===== config.mk =====
export PLATFORM = sky130hd
export DESIGN_NAME = io_unit_top
export DESIGN_NICKNAME = d
export VERILOG_FILES = /design/src/common/io_pkg.sv /design/src/design/phase_gen.sv /design/src/decode/cmd_field_decode.sv /design/src/decode/address_decode.sv /design/src/design/io_unit_top.sv
export SDC_FILE = /design/constraint.sdc
export NUM_CORES = 1
export LEC_CHECK = 0
export ABC_AREA = 1
export BUFFER_PORTS_ARGS = -buffer_cell sky130_fd_sc_hd__buf_2
export CELL_PAD_IN_SITES_DETAIL_PLACEMENT = 0
export CELL_PAD_IN_SITES_GLOBAL_PLACEMENT = 1
export CORE_ASPECT_RATIO = 2
export CORE_MARGIN = 2
export CORE_UTILIZATION = 43
export CTS_CLUSTER_SIZE = 24
export DETAILED_ROUTE_END_ITERATION = 12
export HOLD_SLACK_MARGIN = 0.06
export PLACE_DENSITY = 0.88
export SYNTH_ARGS = -nofsm -noshare
export SYNTH_HDL_FRONTEND = slang
export SYNTH_SLANG_ARGS = --single-unit

===== constraint.sdc =====
create_clock -name sim_clk -period 2 [get_ports sim_clk]
set_input_delay 0.1 -clock sim_clk [delete_from_list [all_inputs] [get_ports sim_clk]]
set_output_delay 0.1 -clock sim_clk [all_outputs]
set_load 0.1 [all_outputs]

===== src/common/io_pkg.sv =====
`default_nettype none

package io_pkg;

    // field widths
    localparam int cmd_w  = 16;
    localparam int op_w   = 4;
    localparam int grp_w  = 3;
    localparam int addr_w = 9;
    localparam int mode_w = 12;

    // opcodes
    localparam logic [op_w-1:0] op_nop      = 4'h0;
    localparam logic [op_w-1:0] op_pio_out  = 4'h5;
    localparam logic [op_w-1:0] op_discrete = 4'ha;

    localparam logic [grp_w-1:0] unit_group = 3'd6; // only group this unit answers

    // ~~~~~~~~~~~~~~~~~~~~~~~~~~~~~
    // mode field bit positions, 8..11 reserved
    // ~~~~~~~~~~~~~~~~~~~~~~~~~~~~~
    localparam int mode_tlm_set  = 0;
    localparam int mode_tlm_clr  = 1;
    localparam int mode_mla_set  = 2;
    localparam int mode_mla_clr  = 3;
    localparam int mode_info_set = 4;
    localparam int mode_info_clr = 5;
    localparam int mode_ack_din  = 6;
    localparam int mode_ack_int  = 7;

    // one command word, two decodes; opcode shares the top nibble
    typedef union packed {
        struct packed {
            logic [op_w-1:0]   opcode;
            logic [grp_w-1:0]  group;
            logic [addr_w-1:0] addr;
        } adr;
        struct packed {
            logic [op_w-1:0]   opcode;
            logic [mode_w-1:0] mode;
        } disc;
    } io_cmd_u;

endpackage

`default_nettype wire


===== src/design/phase_gen.sv =====
`default_nettype none

module phase_gen (
    input  logic sim_clk,
    input  logic rst_n,
    output logic w7,
    output logic x3,
    output logic y3,
    output logic z7
);

    logic [1:0] phase_cnt;

    // free running, wraps every word
    always_ff @(posedge sim_clk or negedge rst_n) begin
        if (!rst_n) begin
            phase_cnt <= 2'd0;
        end else begin
            phase_cnt <= phase_cnt + 2'd1;
        end
    end

    // strobes lag the count by one cycle,
    // so w7 is the first cycle out of reset
    always_ff @(posedge sim_clk or negedge rst_n) begin
        if (!rst_n) begin
            w7 <= 1'b0;
            x3 <= 1'b0;
            y3 <= 1'b0;
            z7 <= 1'b0;
        end else begin
            w7 <= (phase_cnt == 2'd0);
            x3 <= (phase_cnt == 2'd1);
            y3 <= (phase_cnt == 2'd2);
            z7 <= (phase_cnt == 2'd3);
        end
    end

endmodule

`default_nettype wire


===== src/decode/cmd_field_decode.sv =====
`default_nettype none

module cmd_field_decode (
    input  logic                        sim_clk,
    input  logic                        rst_n,
    input  logic                        cmd_strobe,
    input  io_pkg::io_cmd_u             cmd_word,
    input  logic                        w7,
    input  logic                        z7,
    output logic                        cmd_busy,
    output logic                        exec,
    output logic                        do_pio,
    output logic                        do_disc,
    output logic [io_pkg::addr_w-1:0]   cmd_addr,
    output logic [io_pkg::mode_w-1:0]   cmd_mode
);

    io_pkg::io_cmd_u cmd_q;     // pending command
    logic            run_q;     // inside execution word, past w7
    logic            accept;
    logic            is_pio_op;
    logic            is_disc_op;
    logic            grp_hit;

    assign accept = cmd_strobe & ~cmd_busy; // strobes while busy are dropped

    always_ff @(posedge sim_clk) begin
        if (accept) begin
            cmd_q <= cmd_word;
        end
    end

    always_ff @(posedge sim_clk or negedge rst_n) begin
        if (!rst_n) begin
            cmd_busy <= 1'b0;
            run_q    <= 1'b0;
        end else begin
            if (accept) begin
                cmd_busy <= 1'b1;
            end else if (run_q && z7) begin
                cmd_busy <= 1'b0;   // word done, free next cycle
            end

            if (w7 && cmd_busy) begin
                run_q <= 1'b1;      // first w7 after capture
            end else if (z7) begin
                run_q <= 1'b0;
            end
        end
    end

    // w7 of the word itself, then the held flag for x3..z7
    assign exec = cmd_busy & (w7 | run_q);

    // ~~~~~~~~~~~~~~~~~~~~~~~~~~~~~
    // field decode
    // ~~~~~~~~~~~~~~~~~~~~~~~~~~~~~
    assign is_pio_op  = (cmd_q.disc.opcode == io_pkg::op_pio_out);
    assign is_disc_op = (cmd_q.disc.opcode == io_pkg::op_discrete);
    assign grp_hit    = (cmd_q.adr.group == io_pkg::unit_group);

    // nop and unknown opcodes still burn a word
    assign do_pio  = cmd_busy & is_pio_op & grp_hit;
    assign do_disc = cmd_busy & is_disc_op;

    assign cmd_addr = cmd_q.adr.addr;
    assign cmd_mode = cmd_q.disc.mode;

endmodule

`default_nettype wire


===== src/decode/address_decode.sv =====
`default_nettype none

module address_decode (
    input  logic                        sim_clk,
    input  logic                        rst_n,
    input  logic                        w7,
    input  logic                        x3,
    input  logic                        y3,
    input  logic                        z7,
    input  logic                        exec,
    input  logic                        do_pio,
    input  logic                        do_disc,
    input  logic                        din_ready,
    input  logic                        sint,
    input  logic [io_pkg::addr_w-1:0]   cmd_addr,
    input  logic [io_pkg::mode_w-1:0]   cmd_mode,
    output logic [io_pkg::addr_w-1:0]   addr,
    output logic                        pio_d,
    output logic                        codg,
    output logic                        dainf,
    output logic                        dinf,
    output logic                        info,
    output logic                        tlm,
    output logic                        mla,
    output logic                        ocr
);

    logic pio_word;
    logic disc_act;     // discrete mode bits fire here

    assign pio_word = exec & do_pio;
    assign disc_act = exec & do_disc & z7;

    // set/clear pair, clear dominates
    function automatic logic sr_next(input logic q, input logic set, input logic clr);
        logic nxt;
        nxt = q;
        if (clr) begin
            nxt = 1'b0;
        end else if (set) begin
            nxt = 1'b1;
        end
        return nxt;
    endfunction

    // ~~~~~~~~~~~~~~~~~~~~~~~~~~~~~
    // address register and pio
    // ~~~~~~~~~~~~~~~~~~~~~~~~~~~~~
    always_ff @(posedge sim_clk or negedge rst_n) begin
        if (!rst_n) begin
            addr  <= '0;
            pio_d <= 1'b0;
            codg  <= 1'b0;
        end else if (pio_word) begin
            if (w7) begin
                addr  <= '0;        // clear before load
                pio_d <= 1'b0;
            end
            if (x3) begin
                addr <= cmd_addr;
            end
            if (y3) begin
                pio_d <= 1'b1;
            end
            // odd parity over register plus codg
            if (z7) begin
                codg <= ~^addr;
            end
        end
    end

    // ~~~~~~~~~~~~~~~~~~~~~~~~~~~~~
    // data-in and interrupt flags
    // ~~~~~~~~~~~~~~~~~~~~~~~~~~~~~
    always_ff @(posedge sim_clk or negedge rst_n) begin
        if (!rst_n) begin
            dainf <= 1'b0;
            dinf  <= 1'b0;
        end else begin
            // set on w7, ack on z7, never together
            if (w7 && din_ready) begin
                dainf <= 1'b1;
            end else if (disc_act && cmd_mode[io_pkg::mode_ack_din]) begin
                dainf <= 1'b0;
            end
            if (y3) begin
                dinf <= dainf;      // second stage
            end
        end
    end

    always_ff @(posedge sim_clk or negedge rst_n) begin
        if (!rst_n) begin
            ocr <= 1'b0;
        end else if (z7 && sint) begin
            ocr <= 1'b1;            // request wins over ack
        end else if (disc_act && cmd_mode[io_pkg::mode_ack_int]) begin
            ocr <= 1'b0;
        end
    end

    // ~~~~~~~~~~~~~~~~~~~~~~~~~~~~~
    // mode latches
    // ~~~~~~~~~~~~~~~~~~~~~~~~~~~~~
    always_ff @(posedge sim_clk or negedge rst_n) begin
        if (!rst_n) begin
            tlm  <= 1'b0;
            mla  <= 1'b0;
            info <= 1'b0;
        end else if (disc_act) begin
            tlm  <= sr_next(tlm, cmd_mode[io_pkg::mode_tlm_set],
                            cmd_mode[io_pkg::mode_tlm_clr]);
            mla  <= sr_next(mla, cmd_mode[io_pkg::mode_mla_set],
                            cmd_mode[io_pkg::mode_mla_clr]);
            info <= sr_next(info, cmd_mode[io_pkg::mode_info_set],
                            cmd_mode[io_pkg::mode_info_clr]);
        end
    end

endmodule

`default_nettype wire


===== src/design/io_unit_top.sv =====
`default_nettype none

module io_unit_top (
    input  logic                        sim_clk,
    input  logic                        rst_n,
    input  logic                        cmd_strobe,
    input  logic                        din_ready,
    input  logic                        sint,
    input  logic [io_pkg::cmd_w-1:0]    cmd_word,
    output logic                        cmd_busy,
    output logic                        word_sync,
    output logic                        pio_d,
    output logic                        codg,
    output logic                        dainf,
    output logic                        dinf,
    output logic                        info,
    output logic                        tlm,
    output logic                        mla,
    output logic                        ocr,
    output logic [io_pkg::addr_w-1:0]   addr
);

    // word_sync doubles as the w7 strobe
    logic                       x3;
    logic                       y3;
    logic                       z7;
    logic                       exec;
    logic                       do_pio;
    logic                       do_disc;
    logic [io_pkg::addr_w-1:0]  cmd_addr;
    logic [io_pkg::mode_w-1:0]  cmd_mode;

    phase_gen i_phase_gen (
        .sim_clk (sim_clk),
        .rst_n   (rst_n),
        .w7      (word_sync),
        .x3      (x3),
        .y3      (y3),
        .z7      (z7)
    );

    cmd_field_decode i_cmd_field_decode (
        .sim_clk    (sim_clk),
        .rst_n      (rst_n),
        .cmd_strobe (cmd_strobe),
        .cmd_word   (cmd_word),
        .w7         (word_sync),
        .z7         (z7),
        .cmd_busy   (cmd_busy),
        .exec       (exec),
        .do_pio     (do_pio),
        .do_disc    (do_disc),
        .cmd_addr   (cmd_addr),
        .cmd_mode   (cmd_mode)
    );

    address_decode i_address_decode (
        .sim_clk   (sim_clk),
        .rst_n     (rst_n),
        .w7        (word_sync),
        .x3        (x3),
        .y3        (y3),
        .z7        (z7),
        .exec      (exec),
        .do_pio    (do_pio),
        .do_disc   (do_disc),
        .din_ready (din_ready),
        .sint      (sint),
        .cmd_addr  (cmd_addr),
        .cmd_mode  (cmd_mode),
        .addr      (addr),
        .pio_d     (pio_d),
        .codg      (codg),
        .dainf     (dainf),
        .dinf      (dinf),
        .info      (info),
        .tlm       (tlm),
        .mla       (mla),
        .ocr       (ocr)
    );

endmodule

`default_nettype wire


-- Word level (Yosys, flattened, before mapping)
Index checks and enable logic that the tools add are counted.
Widths: inputs -> output; s select.
- bits in writable memories: 0
- memories kept: 0
- logic and storage cells: 75
- latch bits: 0
- bits in read-only memories: 0
- bits in registers: 41
- output and inout bits: 19
- div/mod/pow operators: 0
- reduce and logical (&&, ||, !) cells: 23
- multiplexer cells: 18
- shifts and indexed selects: 0
- add/subtract/negate cells: 1
- multipliers: 0
- magnitude comparators: 0
- eq/ne operators: 6
- bitwise operators: 10
- operator list (cell ; number):
    $mux 9 ; 2
    $reduce_bool 2->1 ; 9
    $mux 1 ; 16
    $reduce_and 2->1 ; 6
    $reduce_xnor 9->1 ; 1
    $and 1x1->1 ; 8
    $logic_and 1x1->1 ; 6
    $eq 2x2->1 const B ; 2
    $eq 4x3->1 const B ; 1
    $eq 4x4->1 const B ; 1
    $eq 3x3->1 const B ; 1
    $add 2x1->2 const B ; 1
    $eq 2x1->1 const B ; 1
    $logic_not 2->1 ; 1
    $not 1->1 ; 1
    $or 1x1->1 ; 1

-- Logic depth before layout (Yosys ltp)
- depth after elaboration: 7
- depth in mapped cells: 10

-- Modules after synthesis
From an unflattened synthesis, not the netlist that was laid out.
- cells, all modules: 177
- area total of the unflattened synthesis: 1818.0 um^2
- modules (own cells, without submodules) (module ; cells an instance ; instances ; area each (um^2) ; sequential area each (um^2)):
    address_decode ; 103 ; 1 ; 822.0 ; 425.4
    cmd_field_decode ; 62 ; 1 ; 788.3 ; 530.5
    phase_gen ; 12 ; 1 ; 207.7 ; 150.1

-- Worst setup path before layout
OpenSTA, ideal clock, no wires.
- path type: register to register
- from: register i_phase_gen.w7
- to: register i_address_decode.addr[6] in the netlist's numbering
- path slack: 0.083 ns
- path buffers: 0
- cell stages (with the launch flop): 8
- required time: 1.877 ns
- period minus slack after synthesis: 1.917 ns
- data arrival time: 1.795 ns
- cell sequence: dfrtp_1 nand2_1 o21ai_4 nand3_4 inv_2 o21ai_2 nand2_1 nand2_1
- cells in the longest elaborated chain, start to end: 4
- elaborated cells between the ends (all ways): 5
- those cells by class: bitwise (3); reduce/logical (2)
- RTL lines (item ; RTL line ; RTL):
    start, declared ; phase_gen.sv:6 ; output logic w7,
    start signal, assigned ; phase_gen.sv:32 ; w7 <= (phase_cnt == 2'd0);
    $or 1x1->1 ; cmd_field_decode.sv:53 ; assign exec = cmd_busy & (w7 | run_q);
    $and 1x1->1 ; cmd_field_decode.sv:53 ;
    $and 1x1->1 ; address_decode.sv:31 ; assign pio_word = exec & do_pio;
    $reduce_and 2->1 (no source line) * ; n/a ;
    end signal, assigned ; address_decode.sv:60 ; addr <= cmd_addr;
    end, declared ; address_decode.sv:17 ; output logic [io_pkg::addr_w-1:0] addr,
Mark *: on every way between the ends. The rest lies on a longest branch, timed or not.
A chain may end at the register's enable or synchronous reset.

-- Final worst setup path
- from: register i_cmd_field_decode.cmd_busy
- to: register i_cmd_field_decode.cmd_q[15] in the netlist's numbering, enable pin
- cells in the longest elaborated chain, start to end: 2
- RTL lines (item ; RTL line ; RTL):
    start, declared ; cmd_field_decode.sv:10 ; output logic cmd_busy,
    start signal, assigned ; cmd_field_decode.sv:35 ; cmd_busy <= 1'b0;
    start signal, assigned ; cmd_field_decode.sv:39 ; cmd_busy <= 1'b1;
    start signal, assigned ; cmd_field_decode.sv:41 ; cmd_busy <= 1'b0;
    $not 1->1 ; cmd_field_decode.sv:25 ; assign accept = cmd_strobe & ~cmd_busy;
    $and 1x1->1 ; cmd_field_decode.sv:25 ;
    named net i_cmd_field_decode.accept ; cmd_field_decode.sv:20 ; logic accept;
    end signal, assigned ; cmd_field_decode.sv:29 ; cmd_q <= cmd_word;
    end, declared ; cmd_field_decode.sv:18 ; io_pkg::io_cmd_u cmd_q;
The timed path passes the listed nets, and every way through them passes these cells.

==> out/qor.csv <==
metric,value,unit
status,"finished, final reports clean",
yosys_warnings,0,
drt_iter0_markers,18,
insertedDiodeCount,0,
r2r_slack,0.65,ns
postSynth.asyncResetShare,0.6098,
grt_max_degree,26,
yosys.cell_count.top_type,nand2_1,
synth_flop_cell,dfrtp_1,
cts_setup_buffers,0,
synth_edf_count,16,
routabilityCongestion,0.6933,
syn_avg_cell_area,10.68,um^2
ir_drop,0.001125,V
path_max_fanout,16,
min_period,1.346,ns
clkSinkCount,41,
dr.pass1.iters,4,
hold_class,primary input to async pin,
grt_remaining_overflow,0,
area_delta_synth_final,33.60,%
drv_cap,0,
p_per_area,967.8,nW/um^2
netlist_area,1709,um^2
synth_area_leader_cell,dfrtp_1,
num_vias,1230,
postLayoutCellArea,2283,um^2
fin_skew,0.01101,ns
finalPower,2.210,mW
cts-htree-levels,2,
synth_seq_cells,41,
synthDistinctLibCells,21,
maxSlewViolCount,0,
dp_hpwl,2234,um
max_slew_margin,0.6361,
worst_slew_pin_slew,0.5458,ns
p_leak,1.108,nW
ant_nets,0,
netSwitchingPower,0.7548,mW
die_w,48.58,um
critPathKind,flip-flop to flip-flop,
std_cell_rows,32,
ctsHoldBuffers,20,
initial_core_util,0.4447,
yosys-top-cells-count,"nand2_1, dfrtp_1, edfxtp_1, inv_1, nand3_1",
yosysSeqAreaShare,0.6471,
nets,251,
required,1.93,ns
pwr-share-clk,0.284,
grt_setup_unrepaired,no,
synth_cells,160,
internal_power,1.455,mW
drive_above_1_share,0.2687,
fin_crit_sh,0.6728,
clock-root-buffer,clkbuf_8,
path_clk_slew,0.08,ns
cts_buffers,5,
cts_buffer_depth,2,
die_h,93.16,um
post_drt_wl_per_cell,10.85,um
routed_wl,3015,um
syn_nets,185,
coreArea,3844,um^2
grtUsageTotal,0.1530,
p_sw_frac,0.3415,
cp-start-kind,flip-flop,
worstSkewPairLatency,0.29,ns
cp-end-kind,flip-flop,
ctsResizeCount,0,
synth_top_area_share,0.3660,
reg2reg_to,i_cmd_field_decode.cmd_q[15]$_DFFE_PP_,
setup_viol_count_final,0,
r2r-start,i_cmd_field_decode.cmd_busy$_DFFE_PN0P_,
fmax,743.2,MHz
synth.area.top_cells,"dfrtp_1, edfxtp_1, nand2_1",
die_area,4526,um^2
drc,0,
hold_viol_final,0,
io_buffers,39,
ioPinCount,40,
arrival,1.27,ns
pwr-share-seq,0.468,
grt_pass1_wl,5250,um
antenna_found_initial,0,
setup_tns,0,ns
combPwrFrac,0.248,
via_per_inst,4.424,
placed_cell_area,1968,um^2
reg2regPathDepth,3,
grt_pass1_vias,1252,
cts_tree,done,
==> cells by family after synthesis <==
group                    after synthesis  synth area share
AND/OR/NAND/NOR                       84            0.2291
flip-flops                            41            0.6471
multiplexers                           1          0.006588
adder cells (fa/ha/maj)                4           0.02928
buffers and inverters                 18           0.03953
AO/OA/AOI/OAI                         10           0.03807
XOR/XNOR                               2           0.01025
==> metrics by stage <==
step,std cells,setup slack (ns),hold WS (ns),util
4_1_cts,278,0.6433,0.3273,0.5941
6_report,278,0.6545,0.3204,0.5941
5_1_grt,278,0.5606,0.3817,0.5941
3_3_place_gp,250,0.6960,0.1112,0.5120
3_5_place_dp,250,0.6673,0.1169,0.5120
2_1_floorplan,160,0.08266,-0.1956,-
==> worst max-delay path by stage <==
stage,from,end,slack (ns),cells after the start
3_3_place_gp,i_cmd_field_decode.cmd_busy$_DFFE_PN0P_,i_cmd_field_decode.cmd_q[5]$_DFFE_PP_,0.70,3
2_1_floorplan,i_phase_gen.w7$_DFF_PN0_,i_address_decode.addr[6]$_DFFE_PN0P_,0.08,7
3_5_place_dp,i_cmd_field_decode.cmd_busy$_DFFE_PN0P_,i_cmd_field_decode.cmd_q[5]$_DFFE_PP_,0.67,3
6_report,i_cmd_field_decode.cmd_busy$_DFFE_PN0P_,i_cmd_field_decode.cmd_q[15]$_DFFE_PP_,0.65,3
5_1_grt,i_cmd_field_decode.cmd_busy$_DFFE_PN0P_,i_cmd_field_decode.cmd_q[15]$_DFFE_PP_,0.56,3
4_1_cts,i_cmd_field_decode.cmd_busy$_DFFE_PN0P_,i_cmd_field_decode.cmd_q[5]$_DFFE_PP_,0.64,3
==> routing by layer <==
layer	routed length, um	vias up	track usage
met2	1825	25	0.3056
met3	83	4	0.03355
met1	1058	554	0.1379
met5	0	-	0
li1	-	647	-
met4	48	0	0.07857
==> power groups by stage <==
stage               Combinational [mW]  Sequential [mW]  Clock [mW]
finish                           0.548             1.03       0.629
global route                     0.586             1.04       0.687
CTS                              0.554             1.03       0.647
detailed placement               0.523             1.05           0
global placement                 0.518             1.05           0
floorplan                        0.161             1.30           0
==> layout by cell type (no fill, tap or decap) <==
| cell | count |
|---|---|
| dlygate4sd3_1 | 20 |
| inv_2 | 4 |
| nor2_4 | 1 |
| nor2_1 | 3 |
| and3b_1 | 1 |
| inv_1 | 14 |
| dfrtp_1 | 25 |
| nand3_4 | 1 |
| nand2_1 | 63 |
| nand3_1 | 10 |
| or2_2 | 3 |
| edfxtp_1 | 16 |
| o21ai_1 | 3 |
| mux2_2 | 1 |
| ha_1 | 4 |
| xnor2_1 | 1 |
| clkbuf_16 | 1 |
| o21ai_4 | 1 |
| xor2_1 | 1 |
| o21ai_0 | 5 |
| nor4_4 | 1 |
| o21ai_2 | 1 |
| nor3_4 | 1 |
| clkinvlp_4 | 1 |
| buf_2 | 39 |
| clkbuf_8 | 6 |
==> critical path: stages (launching register included) <==
cell and delay (ns):
dfrtp_1 0.41, inv_2 0.09, nand2_1 0.06, inv_1 0.41
==> state kept, by name, indices dropped and copies added, names as in the netlist <==
signal	count
i_cmd_field_decode.run_q	1
i_phase_gen.w7	1
i_address_decode.ocr	1
i_address_decode.dainf	1
i_phase_gen.phase_cnt	2
i_phase_gen.z7	1
i_address_decode.tlm	1
i_phase_gen.x3	1
i_cmd_field_decode.cmd_busy	1
i_address_decode.mla	1
i_cmd_field_decode.cmd_q	16
i_address_decode.dinf	1
i_address_decode.info	1
i_address_decode.codg	1
i_address_decode.pio_d	1
i_address_decode.addr	9
i_phase_gen.y3	1
==> area by class of cell <==
type                            count  area, um^2
Clock buffer                        7       107.6
Clock inverter                      1       7.507
Fill cell                         364        1560
Inverter                           18       67.56
Multi-Input combinational cell    101       535.5
Sequential cell                    41        1106
Tap cell                           51       63.81
Timing Repair Buffer               59       395.4
Note: power is estimated with default switching activity, not from simulation.
